$ cat config.mk
export PLATFORM = sky130hd
export DESIGN_NAME = cpu8_top
export DESIGN_NICKNAME = d
export VERILOG_FILES = /design/src/common/cpu8_pkg.sv /design/src/common/cpu8_wb_if.sv /design/src/hw/cpu8_alu.sv /design/src/hw/cpu8_control.sv /design/src/hw/cpu8_pc_unit.sv /design/src/hw/cpu8_regfile.sv /design/src/hw/cpu8_top.sv
export VERILOG_INCLUDE_DIRS = /design/src /design/src/common
export SDC_FILE = /design/constraint.sdc
export NUM_CORES = 1
export LEC_CHECK = 0
export BUFFER_PORTS_ARGS = -buffer_cell sky130_fd_sc_hd__buf_2
export CAP_MARGIN = 15
export CELL_PAD_IN_SITES_DETAIL_PLACEMENT = 0
export CELL_PAD_IN_SITES_GLOBAL_PLACEMENT = 1
export CORE_AREA = 8 8 131 223
export DETAILED_ROUTE_END_ITERATION = 16
export DIE_AREA = 0 0 139 231
export GPL_TIMING_DRIVEN = 1
export PLACE_DENSITY = 0.5
export SLEW_MARGIN = 10
export SYNTH_ARGS = -nofsm -noshare
export SYNTH_HDL_FRONTEND = slang
export SYNTH_SLANG_ARGS = --single-unit
$ cat constraint.sdc
create_clock -name clk -period 3.6 [get_ports clk]
set_input_delay 0.18 -clock clk [delete_from_list [all_inputs] [get_ports clk]]
set_output_delay 0.18 -clock clk [all_outputs]
set_load 0.02 [all_outputs]
$ cat src/common/cpu8_defs.svh
`ifndef CPU8_DEFS_SVH
`define CPU8_DEFS_SVH

// Datapath and bus widths
`define CPU8_DATA_W   8
`define CPU8_ADDR_W   8

// Four architectural registers with the JAL link in the last one
`define CPU8_NUM_REGS 4

// First fetch address out of reset
`define CPU8_RESET_PC 8'h00

`endif

$ cat src/common/cpu8_pkg.sv
`include "cpu8_defs.svh"

package cpu8_pkg;

    typedef logic [`CPU8_DATA_W-1:0] word_t;                 // Data or address word
    typedef logic [$clog2(`CPU8_NUM_REGS)-1:0] reg_idx_t;    // Register index

    // Instruction bits 7:4
    typedef enum logic [3:0]
    {
        OP_MOV,
        OP_ADD,
        OP_AND,
        OP_NOT,
        OP_NOR,
        OP_SLT,
        OP_SLL,
        OP_SRL,
        OP_JMP,
        OP_JAL,
        OP_LW,
        OP_SW,
        OP_BEQ,
        OP_BNE,
        OP_ADDI,
        OP_LI
    } opcode_t;

    typedef enum logic [1:0]
    {
        ST_FETCH,   // Instruction read at pc
        ST_EXEC,    // Register ops and pc update
        ST_MEM,     // Load or store bus cycle
        ST_WRITE    // Load data into ra
    } ctrl_state_t;

endpackage

$ cat src/common/cpu8_wb_if.sv
`timescale 1ns/1ps
`include "cpu8_defs.svh"

interface cpu8_wb_if;

    logic [`CPU8_ADDR_W-1:0] adr;
    logic [`CPU8_DATA_W-1:0] dat_w;     // Master to slave
    logic [`CPU8_DATA_W-1:0] dat_r;     // Slave to master
    logic                    we;
    logic                    cyc;
    logic                    stb;
    logic                    ack;       // Transfer completes on this edge

    modport master
    (
        output adr,
        output dat_w,
        output we,
        output cyc,
        output stb,
        input  dat_r,
        input  ack
    );

    modport slave
    (
        input  adr,
        input  dat_w,
        input  we,
        input  cyc,
        input  stb,
        output dat_r,
        output ack
    );

endinterface

$ cat src/hw/cpu8_alu.sv
`timescale 1ns/1ps
`include "cpu8_defs.svh"

// a is the ra operand, b the rb operand
module cpu8_alu
(
    input  cpu8_pkg::opcode_t opcode,
    input  cpu8_pkg::word_t   a,
    input  cpu8_pkg::word_t   b,
    input  logic [1:0]        imm2,
    output cpu8_pkg::word_t   result,
    output logic              skip,
    output logic              overflow
);

    cpu8_pkg::word_t imm_sext;
    cpu8_pkg::word_t sum;
    cpu8_pkg::word_t sum_imm;

    assign imm_sext = {{(`CPU8_DATA_W-2){imm2[1]}}, imm2};   // -2..1
    assign sum      = b + a;
    assign sum_imm  = a + imm_sext;

    always_comb
    begin
        result = a;         // Jumps and memory ops pass ra through
        case (opcode)
            cpu8_pkg::OP_MOV:
            begin
                result = b;
            end
            cpu8_pkg::OP_ADD:
            begin
                result = sum;
            end
            cpu8_pkg::OP_AND:
            begin
                result = b & a;
            end
            cpu8_pkg::OP_NOT:
            begin
                result = ~b;
            end
            cpu8_pkg::OP_NOR:
            begin
                result = ~(b | a);
            end
            cpu8_pkg::OP_SLT:
            begin
                result = ($signed(a) < $signed(b)) ? cpu8_pkg::word_t'(1) : '0;
            end
            cpu8_pkg::OP_SLL:
            begin
                result = a << imm2;     // Shift amount read unsigned
            end
            cpu8_pkg::OP_SRL:
            begin
                result = a >> imm2;
            end
            cpu8_pkg::OP_ADDI:
            begin
                result = sum_imm;
            end
            cpu8_pkg::OP_LI:
            begin
                result = imm_sext;
            end
            default:
            begin
                result = a;
            end
        endcase
    end

    // Branches become a skip of the following instruction
    always_comb
    begin
        case (opcode)
            cpu8_pkg::OP_BEQ: skip = (a == b);
            cpu8_pkg::OP_BNE: skip = (a != b);
            default:          skip = 1'b0;
        endcase
    end

    // Same operand signs, different result sign
    assign overflow = (opcode == cpu8_pkg::OP_ADD)
                    && (a[`CPU8_DATA_W-1] == b[`CPU8_DATA_W-1])
                    && (sum[`CPU8_DATA_W-1] != a[`CPU8_DATA_W-1]);

endmodule

$ cat src/hw/cpu8_control.sv
`timescale 1ns/1ps
`include "cpu8_defs.svh"

module cpu8_control
(
    input  logic                clk,
    input  logic                reset,
    cpu8_wb_if.master           bus,
    output cpu8_pkg::reg_idx_t  rd_a,
    output cpu8_pkg::reg_idx_t  rd_b,
    input  cpu8_pkg::word_t     data_a,
    input  cpu8_pkg::word_t     data_b,
    output cpu8_pkg::opcode_t   alu_op,
    output logic [1:0]          alu_imm2,
    input  cpu8_pkg::word_t     alu_result,
    input  logic                alu_skip,
    input  logic                alu_overflow,
    output logic                reg_we,
    output cpu8_pkg::reg_idx_t  reg_wr_idx,
    output cpu8_pkg::word_t     reg_wr_data,
    input  cpu8_pkg::word_t     pc,
    input  cpu8_pkg::word_t     pc_next_seq,
    output logic                pc_advance,
    output logic                pc_skip,
    output logic                pc_jump,
    output cpu8_pkg::word_t     pc_target,
    output logic                overflow
);

    cpu8_pkg::ctrl_state_t   state;
    cpu8_pkg::word_t         ir;            // Instruction register
    cpu8_pkg::word_t         load_data;
    logic [`CPU8_ADDR_W-1:0] adr_q;
    cpu8_pkg::word_t         dat_w_q;
    logic                    we_q;
    logic                    cyc_q;
    logic                    bus_done;
    logic                    is_mem;

    assign alu_op   = cpu8_pkg::opcode_t'(ir[7:4]);
    assign rd_a     = ir[3:2];              // ra, destination
    assign rd_b     = ir[1:0];              // rb
    assign alu_imm2 = ir[1:0];

    assign bus_done = cyc_q && bus.ack;
    assign is_mem   = (alu_op == cpu8_pkg::OP_LW) || (alu_op == cpu8_pkg::OP_SW);

    assign bus.adr   = adr_q;
    assign bus.dat_w = dat_w_q;
    assign bus.we    = we_q;
    assign bus.cyc   = cyc_q;
    assign bus.stb   = cyc_q;               // Single transfer per cycle

    // PC moves once per instruction, in the execute cycle
    assign pc_advance = (state == cpu8_pkg::ST_EXEC);
    assign pc_skip    = alu_skip;
    assign pc_jump    = (alu_op == cpu8_pkg::OP_JMP) || (alu_op == cpu8_pkg::OP_JAL);
    assign pc_target  = data_a;

    always_ff @(posedge clk)
    begin
        if (reset)
        begin
            state    <= cpu8_pkg::ST_FETCH;
            cyc_q    <= 1'b0;
            we_q     <= 1'b0;
            overflow <= 1'b0;
        end
        else
        begin
            case (state)
                cpu8_pkg::ST_FETCH:
                begin
                    if (!cyc_q)
                    begin
                        cyc_q <= 1'b1;      // Read at pc
                        we_q  <= 1'b0;
                    end
                    else if (bus.ack)
                    begin
                        cyc_q <= 1'b0;
                        state <= cpu8_pkg::ST_EXEC;
                    end
                end
                cpu8_pkg::ST_EXEC:
                begin
                    if (alu_op == cpu8_pkg::OP_ADD)
                    begin
                        overflow <= alu_overflow;
                    end
                    state <= is_mem ? cpu8_pkg::ST_MEM : cpu8_pkg::ST_FETCH;
                end
                cpu8_pkg::ST_MEM:
                begin
                    if (!cyc_q)
                    begin
                        cyc_q <= 1'b1;
                        we_q  <= (alu_op == cpu8_pkg::OP_SW);
                    end
                    else if (bus.ack)
                    begin
                        cyc_q <= 1'b0;
                        we_q  <= 1'b0;
                        state <= (alu_op == cpu8_pkg::OP_LW) ? cpu8_pkg::ST_WRITE
                                                             : cpu8_pkg::ST_FETCH;
                    end
                end
                default:
                begin
                    state <= cpu8_pkg::ST_FETCH;    // Load write-back done
                end
            endcase
        end
    end

    // Address, write data and captured read data
    always_ff @(posedge clk)
    begin
        if (!cyc_q && state == cpu8_pkg::ST_FETCH)
        begin
            adr_q <= pc;
        end
        else if (!cyc_q && state == cpu8_pkg::ST_MEM)
        begin
            adr_q   <= data_b;                  // Address from rb
            dat_w_q <= data_a;                  // Store data from ra
        end
        if (bus_done && state == cpu8_pkg::ST_FETCH)
        begin
            ir <= bus.dat_r;
        end
        if (bus_done && state == cpu8_pkg::ST_MEM)
        begin
            load_data <= bus.dat_r;
        end
    end

    always_comb
    begin
        reg_we      = 1'b0;
        reg_wr_idx  = rd_a;
        reg_wr_data = alu_result;
        if (state == cpu8_pkg::ST_WRITE)
        begin
            reg_we      = 1'b1;
            reg_wr_data = load_data;
        end
        else if (state == cpu8_pkg::ST_EXEC)
        begin
            case (alu_op)
                cpu8_pkg::OP_JAL:
                begin
                    reg_we      = 1'b1;
                    reg_wr_idx  = cpu8_pkg::reg_idx_t'(`CPU8_NUM_REGS - 1);  // Link register
                    reg_wr_data = pc_next_seq;
                end
                cpu8_pkg::OP_JMP, cpu8_pkg::OP_LW, cpu8_pkg::OP_SW,
                cpu8_pkg::OP_BEQ, cpu8_pkg::OP_BNE:
                begin
                    reg_we = 1'b0;      // No register result
                end
                default:
                begin
                    reg_we = 1'b1;
                end
            endcase
        end
    end

endmodule

$ cat src/hw/cpu8_pc_unit.sv
`timescale 1ns/1ps
`include "cpu8_defs.svh"

module cpu8_pc_unit
(
    input  logic             clk,
    input  logic             reset,
    input  logic             advance,
    input  logic             skip,
    input  logic             jump,
    input  cpu8_pkg::word_t  target,
    output cpu8_pkg::word_t  pc,
    output cpu8_pkg::word_t  pc_next_seq
);

    cpu8_pkg::word_t pc_next;

    assign pc_next_seq = pc + 8'd1;     // Also the JAL link value

    always_comb
    begin
        if (jump)
        begin
            pc_next = target;
        end
        else if (skip)
        begin
            pc_next = pc + 8'd2;        // Step over the next instruction
        end
        else
        begin
            pc_next = pc_next_seq;
        end
    end

    always_ff @(posedge clk)
    begin
        if (reset)
        begin
            pc <= cpu8_pkg::word_t'(`CPU8_RESET_PC);
        end
        else if (advance)
        begin
            pc <= pc_next;
        end
    end

endmodule

$ cat src/hw/cpu8_regfile.sv
`timescale 1ns/1ps
`include "cpu8_defs.svh"

module cpu8_regfile
(
    input  logic                clk,
    input  logic                reset,
    input  cpu8_pkg::reg_idx_t  rd_a,
    input  cpu8_pkg::reg_idx_t  rd_b,
    output cpu8_pkg::word_t     data_a,
    output cpu8_pkg::word_t     data_b,
    input  logic                we,
    input  cpu8_pkg::reg_idx_t  wr_idx,
    input  cpu8_pkg::word_t     wr_data
);

    cpu8_pkg::word_t regs [`CPU8_NUM_REGS];

    always_ff @(posedge clk)
    begin
        if (reset)
        begin
            for (int i = 0; i < `CPU8_NUM_REGS; i++)
            begin
                regs[i] <= '0;
            end
        end
        else if (we)
        begin
            regs[wr_idx] <= wr_data;    // ALU result, link or load data
        end
    end

    // Reads see the old value during a write cycle
    assign data_a = regs[rd_a];
    assign data_b = regs[rd_b];

endmodule

$ cat src/hw/cpu8_top.sv
`timescale 1ns/1ps
`include "cpu8_defs.svh"

module cpu8_top
(
    input  logic                    clk,
    input  logic                    reset,
    output logic [`CPU8_ADDR_W-1:0] wb_adr,
    output cpu8_pkg::word_t         wb_wdata,
    input  cpu8_pkg::word_t         wb_rdata,
    output logic                    wb_we,
    output logic                    wb_cyc,
    output logic                    wb_stb,
    input  logic                    wb_ack,
    output logic                    overflow
);

    cpu8_pkg::reg_idx_t rd_a;
    cpu8_pkg::reg_idx_t rd_b;
    cpu8_pkg::word_t    data_a;
    cpu8_pkg::word_t    data_b;
    cpu8_pkg::opcode_t  alu_op;
    logic [1:0]         alu_imm2;
    cpu8_pkg::word_t    alu_result;
    logic               alu_skip;
    logic               alu_overflow;
    logic               reg_we;
    cpu8_pkg::reg_idx_t reg_wr_idx;
    cpu8_pkg::word_t    reg_wr_data;
    cpu8_pkg::word_t    pc;
    cpu8_pkg::word_t    pc_next_seq;
    logic               pc_advance;
    logic               pc_skip;
    logic               pc_jump;
    cpu8_pkg::word_t    pc_target;

    cpu8_wb_if bus ();

    // Slave side of the bus goes out as plain ports
    assign wb_adr    = bus.adr;
    assign wb_wdata  = bus.dat_w;
    assign wb_we     = bus.we;
    assign wb_cyc    = bus.cyc;
    assign wb_stb    = bus.stb;
    assign bus.dat_r = wb_rdata;
    assign bus.ack   = wb_ack;

    cpu8_control u_control
    (
        .clk          (clk),
        .reset        (reset),
        .bus          (bus.master),
        .rd_a         (rd_a),
        .rd_b         (rd_b),
        .data_a       (data_a),
        .data_b       (data_b),
        .alu_op       (alu_op),
        .alu_imm2     (alu_imm2),
        .alu_result   (alu_result),
        .alu_skip     (alu_skip),
        .alu_overflow (alu_overflow),
        .reg_we       (reg_we),
        .reg_wr_idx   (reg_wr_idx),
        .reg_wr_data  (reg_wr_data),
        .pc           (pc),
        .pc_next_seq  (pc_next_seq),
        .pc_advance   (pc_advance),
        .pc_skip      (pc_skip),
        .pc_jump      (pc_jump),
        .pc_target    (pc_target),
        .overflow     (overflow)
    );

    cpu8_alu u_alu
    (
        .opcode   (alu_op),
        .a        (data_a),
        .b        (data_b),
        .imm2     (alu_imm2),
        .result   (alu_result),
        .skip     (alu_skip),
        .overflow (alu_overflow)
    );

    cpu8_regfile u_regfile
    (
        .clk     (clk),
        .reset   (reset),
        .rd_a    (rd_a),
        .rd_b    (rd_b),
        .data_a  (data_a),
        .data_b  (data_b),
        .we      (reg_we),
        .wr_idx  (reg_wr_idx),
        .wr_data (reg_wr_data)
    );

    cpu8_pc_unit u_pc_unit
    (
        .clk         (clk),
        .reset       (reset),
        .advance     (pc_advance),
        .skip        (pc_skip),
        .jump        (pc_jump),
        .target      (pc_target),
        .pc          (pc),
        .pc_next_seq (pc_next_seq)
    );

endmodule

Word level (Yosys, flattened, before mapping)
Memory sizes are Yosys's and may differ from the RTL's. A register that Yosys moved wholly into a read port is not among the register bits.
Index checks and enable logic that the tools add are counted.
{ "word_totals": {"register_bits": 45, "latchBits": 0, "ram_bits": 32, "rom_bits": 0, "out_inout_bits": 20, "memories": 1} }
{ "op_classes": {"addsub": 4, "mul": 0, "div_mod_pow": 0, "order_cmp": 1, "eq_ne": 28, "shifts": 2, "mux": 39, "bitwise": 5, "n_reduce_logical": 21} }
{ "mem_list": {"columns": ["memory", "words", "width", "read_ports", "rd_clocked_by_memory_dff", "write_ports", "line_no", "rtl"], "rows": [
  ["u_regfile.regs", 4, 8, 2, 2, 4, "cpu8_regfile.sv:17", "cpu8_pkg::word_t regs [`CPU8_NUM_REGS];"]
]} }
{ "ops": {"columns": ["operator", "count"], "rows": [
  ["case mux 8 bit (10 select lines)", 1],
  ["two-way mux 8 bit", 8],
  ["== test 4 bit (second input constant)", 8],
  ["two-way mux 2 bit", 12],
  ["adder 8 bit", 2],
  ["== test 4 x 3 -> 1 bit (second input constant)", 4],
  ["inverter 8 bit", 2],
  ["two-way mux 1 bit", 15],
  ["adder 8 x 1 -> 8 bit (second input constant)", 1],
  ["adder 8 x 2 -> 8 bit (second input constant)", 1],
  ["AND 8 bit", 1],
  ["== test 4 x 2 -> 1 bit (second input constant)", 2],
  ["== test 8 bit", 1],
  ["< comparator 8 bit", 1],
  ["!= test 8 bit", 1],
  ["bitwise OR 8 bit", 1],
  ["OR reduction 8 bit", 1],
  ["<< shifter 8 x 2 -> 8 bit", 1],
  ["right shift 8 x 2 -> 8 bit", 1],
  ["logical AND 1 bit", 7],
  ["!= test 2 bit (second input constant)", 3],
  ["case mux 2 bit (3 select lines)", 1],
  ["OR reduction 5 bit", 1],
  ["== test 2 bit (second input constant)", 2],
  ["other kinds (17)", 22]
]} }

Longest topological paths before layout
{ "logic_depth": {"word_depth": 10, "depth_mapped": 11} }

Modules after synthesis
A second synthesis with hierarchy kept.
{ "unflattened": {"hier_cells": 586, "hier_area_um2": 5967.0} }
{ "by_module_without_submodules": {"columns": ["module", "n_inst", "cells_per_inst", "area_each_um2"], "rows": [
  ["cpu8_alu", 1, 274, 1919.3],
  ["cpu8_control", 1, 131, 1719.1],
  ["cpu8_regfile", 1, 94, 1671.6],
  ["cpu8_pc_unit", 1, 87, 656.9]
]} }

Worst setup path before layout
Ideal clock, no wire load.
{ "synth_path": {"path_kind": "register to register", "from": "reg (tool-made name)", "to": "reg u_pc_unit.pc[6]", "setup_ns": 0.073, "arrival_ns": 3.395, "setup_slack_ns": 0.132, "path_stages_with_launch": 11, "path_buffers": 1, "cell_sequence": "dfxtp_1 -> buf_2 -> mux4_2 -> inv_1 -> ha_1 -> or4_4 -> or4_4 -> and2_4 -> mux2i_1 -> o41a_2 -> o211ai_2"} }
{ "synth_lines": {"columns": ["item", "line_no", "rtl"], "rows": [
  ["to (signal assigned)", "cpu8_pc_unit.sv:40", "pc <= cpu8_pkg::word_t'(`CPU8_RESET_PC);"],
  ["to (signal assigned)", "cpu8_pc_unit.sv:44", "pc <= pc_next;"],
  ["to (decl)", "cpu8_pc_unit.sv:12", "output cpu8_pkg::word_t pc,"]
]} }

==> results_dict.tcl <==
set metrics [dict create \
    row_count 78 \
    crit_path_start_kind "register" \
    slew_violations 0 \
    fin_nets 714 \
    finish.utilization 0.273 \
    cp-endpoint "u_pc_unit.pc[6]" \
    ios 31 \
    worst_slack_ns 0.111 \
    hold_class "input port to register" \
    cts_tree "yes" \
    async_flop_share 0 \
    grt_pass1_vias 5470 \
    synth_area_leaders "edfxtp_1 (33%), ha_1 (7.2%), mux4_2 (6.9%)" \
    synth_top_area_cell "edfxtp_1" \
    power_mw 2.68 \
    die_w_um 139 \
    ff2ff_path_depth 10 \
    finalHoldViolations 0 \
    drc 0 \
    required_ns 3.88 \
    pwr_density_cell_nw_per_um2 378 \
    routed_wl_um 24600 \
    htreeDepth 3 \
    netlist_top_cells_count "edfxtp_1 (64), nand2_1 (55), nor2_1 (42)" \
    grt_max_degree 22 \
    relSlewSlack 0.205 \
    fillers 2837 \
    drive_gt1_frac 0.231 \
    drtIter0Drc 370 \
    die_y_um 231 \
    cts_root_buf "clkbuf_16" \
    cts_inserted_buffers 9 \
    cp_data_arrival_time_ns 3.77 \
    clk_pin_slew_ns 0.06 \
    coreArea_um2 26000 \
    worstSetupPathType "register to register" \
    yosysSeqAreaShare 0.383 \
    rsz0062_at_grt "yes" \
    synth-edff-count 64 \
    insertion_delay_ns 0.36 \
    antenna_found_initial 0 \
    ys_types 83 \
    fmax_ghz 0.287 \
    p_leak_nw 2.68 \
    yosysWarnings 0 \
    yosys.area.top_type_share 0.325 \
    yosysMostFrequentCell "edfxtp_1" \
    clkSinkCount 81 \
    hpwlAfterDp_um 19800 \
    synth.cell_area_um2 5910 \
    dieArea_um2 32100 \
    slowest_stage "or4_4" \
    skew_ns 0.00991 \
    routed_via_density 5.33 \
    r2r_slack_ns 0.11 \
    initial_core_util 0.228 \
    dr_total_vias 5288 \
    overflow 0 \
    final.min_clock_period_ns 3.49 \
    synthCells 602 \
    place.gp.congestion 0.964 \
    max_stage_delay_ns 0.61 \
    finalCritPeriodShare 0.969 \
    setup_violations 0 \
    grt_pass1_wl_um 36300 \
    worstSetupEndpointType "register" \
    dr.pass1.iters 5 \
    area_delta_synth_final_pct 20.2 \
    port-buffer-count 30 \
    tightest_slew_ns 1.18 \
    r2r_end "u_pc_unit.pc[6]" \
    ant_nets 0 \
    wl_per_cell_um 24.8 \
    crit_chain "buf_4 > mux4_2 > inv_1 > ha_1 > or4_4 > or4_4 > and2_4 > mux2i_1 > o41a_2 > o211ai_2" \
    status "finished, final reports clean" \
    grtUsageTotal 0.155 \
    diodes 0 \
    yosys_register_bits 81 \
    clock_path_buffers 2 \
    max_cap_viol_count 0 \
    syn_avg_cell_area_um2 9.81 \
    worst-path-max-fanout 4 \
    synthFlopType "edfxtp_1" \
    peakVddDrop_v 0.000240 \
    crit_path_frequent_cell "or4_4" \
    dpl_worst_slack_ns -0.0667 \
    synth_nets 649 \
]
where the power goes:
| group | total, mW | switching (mW) | leakage (nW) | internal, mW |
|---|---|---|---|---|
| logic | 0.698 | 0.429 | 1.76 | 0.269 |
| registers | 1.09 | 0.0397 | 0.772 | 1.05 |
| clock network | 0.894 | 0.401 | 0.140 | 0.493 |
repair_timing:
action / CTS / global route
pin swaps: 0 / 1
hold buffers: 1 / 0
endpoints found under the hold margin: 2 / 0
buffers inserted: 0 / 0
gates cloned: 0 / 0
gates resized for setup: 1 / 8
endpoints found under the setup margin: 4 / 9
cell usage in the layout (no fill, tap or decap), types with 10 or more instances in the layout:
cell and instances:
a21oi_1 31, a31oi_1 11, buf_2 30, buf_4 58
dfxtp_1 16, edfxtp_1 64, ha_1 34, inv_1 31
mux2i_1 12, mux4_2 18, nand2_1 55, nand3_1 17
nor2_1 42, nor3_1 15, o21ai_0 32, xnor2_1 10
metrics by stage:
stage / std cells / TNS [ns] / hold slack, ns / area, um^2
after global placement: 975 / -0.173 / 0.371 / 6770
after global routing: 992 / -0.000608 / 0.0115 / 7100
after CTS: 992 / 0 / 0.00331 / 7070
final: 992 / 0 / 0.0163 / 7100
after floorplan: 602 / 0 / 0.279 / 5910
after detailed placement: 975 / -0.0709 / 0.373 / 6770
flip-flops by register name, summed over array words and instances, names as in the netlist, named ones only:
name                 cells
u_regfile.regs          32
u_control.bus.adr        8
u_control.bus.dat_w      8
u_control.ir             8
u_control.load_data      8
u_pc_unit.pc             8
u_control.state          2
u_control.bus.cyc        1
u_control.bus.we         1
u_control.overflow       1
how the worst min path moves through the flow:
stage / start / end / slack [ns] / depth (start not counted)
3_3_place_gp: wb_rdata[4] / u_control.ir[4] / 0.37 / 1
5_1_grt: wb_rdata[7] / u_control.ir[7] / 0.01 / 1
2_1_floorplan: wb_rdata[0] / u_control.ir[0] / 0.28 / 0
3_5_place_dp: wb_rdata[4] / u_control.ir[4] / 0.37 / 1
4_1_cts: wb_rdata[6] / u_control.ir[6] / 0.003 / 1
6_report: wb_rdata[7] / u_control.load_data[7] / 0.02 / 1
routing by layer:
layer	track usage	wire (um)	share of wire
met4	0.102	1490	0.061
met3	0.0155	727	0.030
met2	0.308	13900	0.57
met1	0.147	8430	0.34
met5	0	0	0
worst max-delay path, delay by kind of cell (launching register included):
family | cells | cell delay, ns
buf+inv | 2 | 0.23
flops | 1 | 0.36
fa+ha+maj | 1 | 0.25
simple gates | 3 | 1.37
mux | 2 | 0.66
compound gates | 2 | 0.54
kinds of logic after synthesis:
logic type                 count (synthesis)  share of synthesized area
DFF                                       81                      0.383
xor gates and xnor gates                  13                     0.0193
buffers and inverters                     69                     0.0470
AOI/OAI and AO/OA                        164                      0.192
adders and majority gates                 36                     0.0788
and+or+nand+nor                          206                      0.185
muxes                                     33                     0.0947
final cells by class:
| cell class | count | area [um^2] | area share |
|---|---|---|---|
| clock buffers | 10 | 239 | 0.0337 |
| clock inverters | 6 | 47.5 | 0.00670 |
| inverters | 32 | 120 | 0.0169 |
| multi-input cells | 452 | 3400 | 0.479 |
| flip-flops and latches | 81 | 2260 | 0.319 |
| well taps | 320 | 400 | 0.0564 |
| repair buffers | 91 | 627 | 0.0883 |
(Power assumes the default switching activity.)
